--- src/rs_cfg.svh ---
`ifndef RS_CFG_SVH
`define RS_CFG_SVH

// tag and index widths
`define RS_PREG_W 6
`define RS_AREG_W 5
`define RS_ROB_W  6
`define RS_FUNC_W 3

// station sizes
`define RS_ALU_DEPTH 4
`define RS_MUL_DEPTH 2

`define RS_MAX_ISSUES 1 // issue slots per cycle, shared by both stations

`endif
--- src/rs_pkg.sv ---
`include "rs_cfg.svh"

package rs_pkg;

    typedef logic [`RS_PREG_W-1:0] preg_t;
    typedef logic [`RS_AREG_W-1:0] areg_t;
    typedef logic [`RS_ROB_W-1:0]  rob_idx_t;

    typedef enum logic {
        RS_ALU = 1'b0,
        RS_MUL = 1'b1
    } rs_kind_t;

    // codes match the raw function field
    typedef enum logic [`RS_FUNC_W-1:0] {
        ALU_ADD = 3'd0,
        ALU_SUB = 3'd1,
        ALU_AND = 3'd2,
        ALU_OR  = 3'd3,
        ALU_XOR = 3'd4,
        ALU_SLT = 3'd5,
        ALU_SLL = 3'd6,
        ALU_SRL = 3'd7
    } alu_op_t;

    typedef enum logic [1:0] {
        MUL_MUL    = 2'd0,
        MUL_MULH   = 2'd1,
        MUL_MULHU  = 2'd2,
        MUL_MULHSU = 2'd3
    } mul_op_t; // low two function bits

    typedef struct packed {
        logic                  valid;
        rs_kind_t              kind;
        preg_t                 ps1;
        logic                  ps1_ready;
        preg_t                 ps2;
        logic                  ps2_ready;
        preg_t                 pd;
        areg_t                 rd;
        rob_idx_t              rob;
        logic [`RS_FUNC_W-1:0] func;
    } dispatch_t;

    typedef struct packed {
        logic  valid;
        preg_t tag;
    } cdb_t;

    typedef struct packed {
        preg_t ps1;
        preg_t ps2;
    } src_tags_t;

    typedef struct packed {
        preg_t    pd;
        areg_t    rd;
        rob_idx_t rob;
        alu_op_t  op;
    } alu_payload_t;

    typedef struct packed {
        preg_t    pd;
        areg_t    rd;
        rob_idx_t rob;
        mul_op_t  op;
    } mul_payload_t;

    typedef struct packed {
        src_tags_t    src;
        alu_payload_t payload;
    } alu_issue_t;

    typedef struct packed {
        src_tags_t    src;
        mul_payload_t payload;
    } mul_issue_t;

    // true when either broadcast of this cycle produces the tag
    function automatic logic cdb_hit(cdb_t cdb_alu, cdb_t cdb_mul, preg_t tag);
        return (cdb_alu.valid && (cdb_alu.tag == tag)) || (cdb_mul.valid && (cdb_mul.tag == tag));
    endfunction

endpackage

--- src/reservation_station.sv ---
`include "rs_cfg.svh"

module reservation_station (
    input  logic               clk,
    input  logic               rst,
    input  rs_pkg::dispatch_t  dispatch,
    input  rs_pkg::cdb_t       cdb_alu,
    input  rs_pkg::cdb_t       cdb_mul,
    input  logic               alu_busy,
    input  logic               mul_busy,
    output logic               alu_issue_valid,
    output rs_pkg::alu_issue_t alu_issue,
    output logic               mul_issue_valid,
    output rs_pkg::mul_issue_t mul_issue,
    output logic               alu_full,
    output logic               mul_full
);
    import rs_pkg::*;

    // decoder to banks
    logic         alu_write;
    src_tags_t    alu_tags;
    logic         alu_rdy1;
    logic         alu_rdy2;
    alu_payload_t alu_payload;
    logic         mul_write;
    src_tags_t    mul_tags;
    logic         mul_rdy1;
    logic         mul_rdy2;
    mul_payload_t mul_payload;

    // banks to arbiter
    logic         alu_req;
    src_tags_t    alu_sel_tags;
    alu_payload_t alu_sel_payload;
    logic         mul_req;
    src_tags_t    mul_sel_tags;
    mul_payload_t mul_sel_payload;

    rs_dispatch_decode u_decode (
        .dispatch    (dispatch),
        .cdb_alu     (cdb_alu),
        .cdb_mul     (cdb_mul),
        .alu_write   (alu_write),
        .alu_tags    (alu_tags),
        .alu_rdy1    (alu_rdy1),
        .alu_rdy2    (alu_rdy2),
        .alu_payload (alu_payload),
        .mul_write   (mul_write),
        .mul_tags    (mul_tags),
        .mul_rdy1    (mul_rdy1),
        .mul_rdy2    (mul_rdy2),
        .mul_payload (mul_payload)
    );

    rs_bank #(
        .payload_t (alu_payload_t),
        .DEPTH     (`RS_ALU_DEPTH)
    ) u_alu_bank (
        .clk         (clk),
        .rst         (rst),
        .write       (alu_write),
        .tags        (alu_tags),
        .rdy1        (alu_rdy1),
        .rdy2        (alu_rdy2),
        .payload     (alu_payload),
        .cdb_alu     (cdb_alu),
        .cdb_mul     (cdb_mul),
        .grant       (alu_issue_valid), // issue valid is the grant
        .req         (alu_req),
        .sel_tags    (alu_sel_tags),
        .sel_payload (alu_sel_payload),
        .full        (alu_full)
    );

    rs_bank #(
        .payload_t (mul_payload_t),
        .DEPTH     (`RS_MUL_DEPTH)
    ) u_mul_bank (
        .clk         (clk),
        .rst         (rst),
        .write       (mul_write),
        .tags        (mul_tags),
        .rdy1        (mul_rdy1),
        .rdy2        (mul_rdy2),
        .payload     (mul_payload),
        .cdb_alu     (cdb_alu),
        .cdb_mul     (cdb_mul),
        .grant       (mul_issue_valid),
        .req         (mul_req),
        .sel_tags    (mul_sel_tags),
        .sel_payload (mul_sel_payload),
        .full        (mul_full)
    );

    rs_issue_arbiter u_arbiter (
        .alu_req         (alu_req),
        .alu_sel_tags    (alu_sel_tags),
        .alu_sel_payload (alu_sel_payload),
        .mul_req         (mul_req),
        .mul_sel_tags    (mul_sel_tags),
        .mul_sel_payload (mul_sel_payload),
        .alu_busy        (alu_busy),
        .mul_busy        (mul_busy),
        .alu_grant       (alu_issue_valid),
        .mul_grant       (mul_issue_valid),
        .alu_issue       (alu_issue),
        .mul_issue       (mul_issue)
    );

endmodule

--- src/rs_issue_arbiter.sv ---
`include "rs_cfg.svh"

module rs_issue_arbiter (
    input  logic                 alu_req,
    input  rs_pkg::src_tags_t    alu_sel_tags,
    input  rs_pkg::alu_payload_t alu_sel_payload,
    input  logic                 mul_req,
    input  rs_pkg::src_tags_t    mul_sel_tags,
    input  rs_pkg::mul_payload_t mul_sel_payload,
    input  logic                 alu_busy,
    input  logic                 mul_busy,
    output logic                 alu_grant,
    output logic                 mul_grant,
    output rs_pkg::alu_issue_t   alu_issue,
    output rs_pkg::mul_issue_t   mul_issue
);

    int unsigned n_issued; // grants handed out so far this cycle

    // multiply goes first, then alu if a slot is left
    always_comb
    begin
        n_issued  = 0;
        mul_grant = 1'b0;
        alu_grant = 1'b0;

        if (mul_req && !mul_busy && (n_issued < `RS_MAX_ISSUES))
        begin
            mul_grant = 1'b1;
            n_issued  = n_issued + 1;
        end

        if (alu_req && !alu_busy && (n_issued < `RS_MAX_ISSUES))
        begin
            alu_grant = 1'b1;
            n_issued  = n_issued + 1;
        end
    end

    // packets follow the selected entry, qualified by the grant
    assign alu_issue.src     = alu_sel_tags;
    assign alu_issue.payload = alu_sel_payload;
    assign mul_issue.src     = mul_sel_tags;
    assign mul_issue.payload = mul_sel_payload;

endmodule

--- src/rs_bank.sv ---
module rs_bank #(
    parameter type payload_t = logic,
    parameter int  DEPTH     = 2
) (
    input  logic              clk,
    input  logic              rst,
    input  logic              write,
    input  rs_pkg::src_tags_t tags,
    input  logic              rdy1,
    input  logic              rdy2,
    input  payload_t          payload,
    input  rs_pkg::cdb_t      cdb_alu,
    input  rs_pkg::cdb_t      cdb_mul,
    input  logic              grant,
    output logic              req,
    output rs_pkg::src_tags_t sel_tags,
    output payload_t          sel_payload,
    output logic              full
);
    import rs_pkg::*;

    localparam int IDX_W = (DEPTH > 1) ? $clog2(DEPTH) : 1;

    // per entry control
    logic [DEPTH-1:0] busy_q;
    logic [DEPTH-1:0] rdy1_q;
    logic [DEPTH-1:0] rdy2_q;

    // per entry data
    src_tags_t tags_q    [DEPTH];
    payload_t  payload_q [DEPTH];

    logic [DEPTH-1:0] ready_vec;
    logic [IDX_W-1:0] sel_idx;
    logic [IDX_W-1:0] free_idx;
    logic             do_write;

    assign ready_vec = busy_q & rdy1_q & rdy2_q;
    assign do_write  = write && !full; // dispatch into a full bank is dropped

    // scanning downwards leaves the lowest match
    always_comb
    begin
        sel_idx  = '0;
        free_idx = '0;
        for (int i = DEPTH - 1; i >= 0; i--)
        begin
            if (ready_vec[i])
                sel_idx = IDX_W'(i);
            if (!busy_q[i])
                free_idx = IDX_W'(i);
        end
    end

    assign req         = |ready_vec;
    assign full        = &busy_q;
    assign sel_tags    = tags_q[sel_idx];
    assign sel_payload = payload_q[sel_idx];

    always_ff @(posedge clk)
    begin
        if (rst)
        begin
            busy_q <= '0;
            rdy1_q <= '0;
            rdy2_q <= '0;
        end
        else
        begin
            // wakeup from this cycle's broadcasts
            for (int i = 0; i < DEPTH; i++)
            begin
                if (busy_q[i] && cdb_hit(cdb_alu, cdb_mul, tags_q[i].ps1))
                    rdy1_q[i] <= 1'b1;
                if (busy_q[i] && cdb_hit(cdb_alu, cdb_mul, tags_q[i].ps2))
                    rdy2_q[i] <= 1'b1;
            end

            if (grant)
                busy_q[sel_idx] <= 1'b0; // issued, slot free next cycle

            // free_idx was free at cycle start, never the granted slot
            if (do_write)
            begin
                busy_q[free_idx] <= 1'b1;
                rdy1_q[free_idx] <= rdy1;
                rdy2_q[free_idx] <= rdy2;
            end
        end
    end

    always_ff @(posedge clk)
    begin
        if (do_write)
        begin
            tags_q[free_idx]    <= tags;
            payload_q[free_idx] <= payload;
        end
    end

endmodule

--- src/rs_dispatch_decode.sv ---
module rs_dispatch_decode (
    input  rs_pkg::dispatch_t    dispatch,
    input  rs_pkg::cdb_t         cdb_alu,
    input  rs_pkg::cdb_t         cdb_mul,
    output logic                 alu_write,
    output rs_pkg::src_tags_t    alu_tags,
    output logic                 alu_rdy1,
    output logic                 alu_rdy2,
    output rs_pkg::alu_payload_t alu_payload,
    output logic                 mul_write,
    output rs_pkg::src_tags_t    mul_tags,
    output logic                 mul_rdy1,
    output logic                 mul_rdy2,
    output rs_pkg::mul_payload_t mul_payload
);
    import rs_pkg::*;

    src_tags_t tags;
    logic      rdy1;
    logic      rdy2;

    assign tags.ps1 = dispatch.ps1;
    assign tags.ps2 = dispatch.ps2;

    // a result on the bus this cycle counts as ready at dispatch
    assign rdy1 = dispatch.ps1_ready | cdb_hit(cdb_alu, cdb_mul, dispatch.ps1);
    assign rdy2 = dispatch.ps2_ready | cdb_hit(cdb_alu, cdb_mul, dispatch.ps2);

    assign alu_write = dispatch.valid && (dispatch.kind == RS_ALU);
    assign mul_write = dispatch.valid && (dispatch.kind == RS_MUL);

    assign alu_tags = tags;
    assign alu_rdy1 = rdy1;
    assign alu_rdy2 = rdy2;
    assign mul_tags = tags;
    assign mul_rdy1 = rdy1;
    assign mul_rdy2 = rdy2;

    always_comb
    begin
        alu_payload.pd  = dispatch.pd;
        alu_payload.rd  = dispatch.rd;
        alu_payload.rob = dispatch.rob;
        alu_payload.op  = alu_op_t'(dispatch.func); // one to one with the field

        mul_payload.pd  = dispatch.pd;
        mul_payload.rd  = dispatch.rd;
        mul_payload.rob = dispatch.rob;
        mul_payload.op  = mul_op_t'(dispatch.func[1:0]); // top bit ignored
    end

endmodule

--- config.mk ---
export PLATFORM = sky130hd
export DESIGN_NAME = reservation_station
export DESIGN_NICKNAME = d
export VERILOG_FILES = /design/src/rs_pkg.sv /design/src/reservation_station.sv /design/src/rs_issue_arbiter.sv /design/src/rs_bank.sv /design/src/rs_dispatch_decode.sv
export VERILOG_INCLUDE_DIRS = /design/src /design/src/src
export SDC_FILE = /design/constraint.sdc
export NUM_CORES = 1
export LEC_CHECK = 0
export CAP_MARGIN = 20
export CORE_MARGIN = 3
export CORE_UTILIZATION = 65
export CTS_BUF_LIST = sky130_fd_sc_hd__clkbuf_2
export DETAILED_ROUTE_END_ITERATION = 16
export DONT_BUFFER_PORTS = 1
export MAX_ROUTING_LAYER = met4
export PLACE_DENSITY = 0.87
export RECOVER_POWER = 50
export SLEW_MARGIN = 20
export SYNTH_ARGS = -nofsm -noshare
export SYNTH_HDL_FRONTEND = slang
export SYNTH_HIERARCHICAL = 1
export SYNTH_SLANG_ARGS = --single-unit
--- constraint.sdc ---
create_clock -name clk -period 3.2 [get_ports clk]
set_clock_uncertainty 0.05 [all_clocks]
set_input_delay 0.16 -clock clk [delete_from_list [all_inputs] [get_ports clk]]
set_output_delay 0.16 -clock clk [all_outputs]
set_load 0.05 [all_outputs]
==> summary.txt <==
CTS tree: yes
max_cap viols: 1
Peak VDD IR: 0.000393 V
clock tree root driver cell: clkbuf_2
Chip Height: 135 um
CTS buffer count: 51
CP max-delay cell: dfxtp_1
routed wire length on met2: 13300 um
YS warnings: 6
layout cells sized above 1: 17.8%
WL final: 28500 um
Post-synth EDFFs: 190
Hold Violations, Final: 0
Max Used Layer: met4
DRT met1 WL: 10400 um
Least-Margin Pin Slew: 1720 ps
top-area cell type share of the netlist area: 52.7%
width of the die: 135 um
vias in the first global route: 7432
WL/cell: 25.6 um
clk slew on worst S/H paths: 130 ps
Top cell by count, worst path: buf_4
final max-slew violation count: 27
CP Capture Type: output pin
DRT iter0 DRCs: 831
Async SR Flop Fraction: 0%
sequential-to-total area share from yosys stat: 56.1%
CP Launch Type: flop
area grow syn2layout: 7.64%
setup_tns: 0 ps
row cnt: 46
Hold/Removal Path Class: primary input to flop
CP required: 2990 ps
core area: 16100 sq um
Longest Clk Path Bufs: 3
final setup violating endpoints: 0
DPL Wire Length: 16300 um
cell taking the most area after synthesis: edfxtp_1
Synth Flop Type: edfxtp_1
top cells by area, synth: edfxtp_1 (53%), buf_4 (9.0%), xnor2_1 (8.7%), xor2_1 (4.9%), dfxtp_1 (3.3%)
final period utilization: 97.0%
crit-path max cell delay: 510 ps
fin util: 72.5%
Final ANT Viol Nets: 0
Starting Density: 67.4%
First-pass DRT Iterations: 6
synth unique cells: 47
Max Fclk: 0.322 GHz
IO Port Bufs: 0
critical path fanouts, max: 25
Mapped Avg Cell Area: 12.7 sq um
CP arrival: 2900 ps
crit-path cells: and3_4, and2_1, buf_4, a22oi_1, o21ai_1, buf_4
number of H-tree levels: 2
via count: 7194
remaining global-route overflow: 0
initial antenna violation count: 3
Mapped Area: 10800 sq um
met3 WL: 3800 um
first-pass GRT wire length: 42200 um
normalized max-slew margin: -14.7%
crit path time final: 3110 ps
PD cells: 466 nW/um^2
via/cell ratio: 6.48
Pwr Total: 0.00543 W
Yosys reg bits: 208
status: complete, but fails checks
GRT Total Usage: 31.6%
die area: 18200 sq um
# DRC: 0
pin count of the biggest net entering global routing: 35
failing checks: capacitance limit, slew limit
Final nets: 906
Mapped Cells: 849
clock latency on the worst-skew pair: 860 ps
post-synth net total: 903
num ports: 121
RSZ-0062 raised after global routing: no
LEAKAGE: 3.98 nW
clock sinks: 208
WS Path Type: flop to output pin
gpl congestion: 0.984
[placed cells by master, fill, tap and decap left out, types with 4 or more instances in the layout]
cell / n
nor2_1: 14
buf_4: 32
xnor2_1: 107
o22ai_1: 5
mux2i_1: 5
nand3_1: 28
o21ai_0: 5
mux2_2: 24
a22oi_1: 42
nor4_1: 8
clkinv_1: 13
a21oi_1: 15
edfxtp_1: 190
inv_1: 6
a221o_1: 11
nand2_1: 17
dfxtp_1: 17
nor2b_1: 4
nand2b_1: 5
nand4_1: 25
or3_1: 4
dlygate4sd3_1: 80
xor2_1: 60
buf_12: 12
or4_1: 7
a31oi_1: 4
clkbuf_2: 76
o21ai_1: 21
mux2_1: 9
[cells by family after synthesis]
group | Yosys count | share of synthesized area [%]
DFF | 208 | 56.1
buffers and inverters | 182 | 11.7
xor gates and xnor gates | 168 | 13.6
and+or+nand+nor | 131 | 6.81
AOI/OAI and AO/OA | 122 | 7.96
muxes | 38 | 3.90
[sequential cells by signal, indices dropped and copies added, names as in the netlist]
signal and cells:
u_alu_bank/payload_q 80, u_alu_bank/tags_q 48, u_mul_bank/payload_q 38, u_mul_bank/tags_q 24, u_alu_bank/busy_q 4, u_alu_bank/rdy1_q 4, u_alu_bank/rdy2_q 4, u_mul_bank/busy_q 2
u_mul_bank/rdy1_q 2, u_mul_bank/rdy2_q 2
[layer usage]
metal | up-vias | track usage (%)
li1 | 3018 | -
met1 | 3495 | 39.7
met2 | 563 | 48.1
met3 | 118 | 10.7
met4 | 0 | 11.6
met5 | - | -
[layout make-up]
cell class / count / area, sq um
Clock inverter: 17 / 100
Fill cell: 948 / 4410
Sequential cell: 208 / 6070
Multi-Input combinational cell: 459 / 3510
Tap cell: 216 / 270
Clock buffer: 75 / 375
Antenna cell: 3 / 7.51
Timing Repair Buffer: 126 / 1290
Inverter: 6 / 22.5
[worst paths after layout]
check | cells after the start | endpoint | from | slack (ps)
setup / recovery | 6 | alu_issue[12] | u_alu_bank/busy_q[1] | 90
hold / removal | 1 | u_alu_bank/payload_q[2][11] | dispatch[11] | 20
setup reg to reg | 7 | u_mul_bank/rdy2_q[0] | u_mul_bank/tags_q[0][4] | 210
hold reg to reg | 2 | u_alu_bank/busy_q[3] | u_alu_bank/busy_q[3] | 510
[stage by stage]
step	hold WS [ps]	instances	instance area, sq um	setup slack [ps]
final	18.1	1110	11600	95.0
after global routing	35.1	1110	11600	1.67
after global placement	184	933	10400	989
after floorplan	179	849	10800	723
after CTS	1.26	1105	11600	52.6
after detailed placement	185	933	10400	918
[power by group]
part           internal, W  switching, W
Combinational     0.000224      0.000327
Sequential         0.00303     0.0000424
Clock             0.000714       0.00109
[cells in the mapped netlist, types with 17 or more instances]
cell / n
edfxtp_1: 190
buf_4: 129
xnor2_1: 108
xor2_1: 60
a22oi_1: 42
nand3_1: 29
buf_2: 27
nand4_1: 25
mux2_2: 24
o21ai_0: 23
dfxtp_1: 18
nand2_1: 17
[worst max-delay path, delay by kind of cell, from the launching register on]
kind / cells / cell delay (ps)
compound gates: 2 / 310
flops: 1 / 510
simple gates: 2 / 590
buf+inv: 2 / 630
[repair_timing]
action                                  CTS  global route
endpoints found under the hold margin   215             1
gates resized for setup                   0             5
endpoints found under the setup margin    0            45
hold buffers                             80             1
buffers inserted                          0             2
Power figures use the tool's default switching activity.
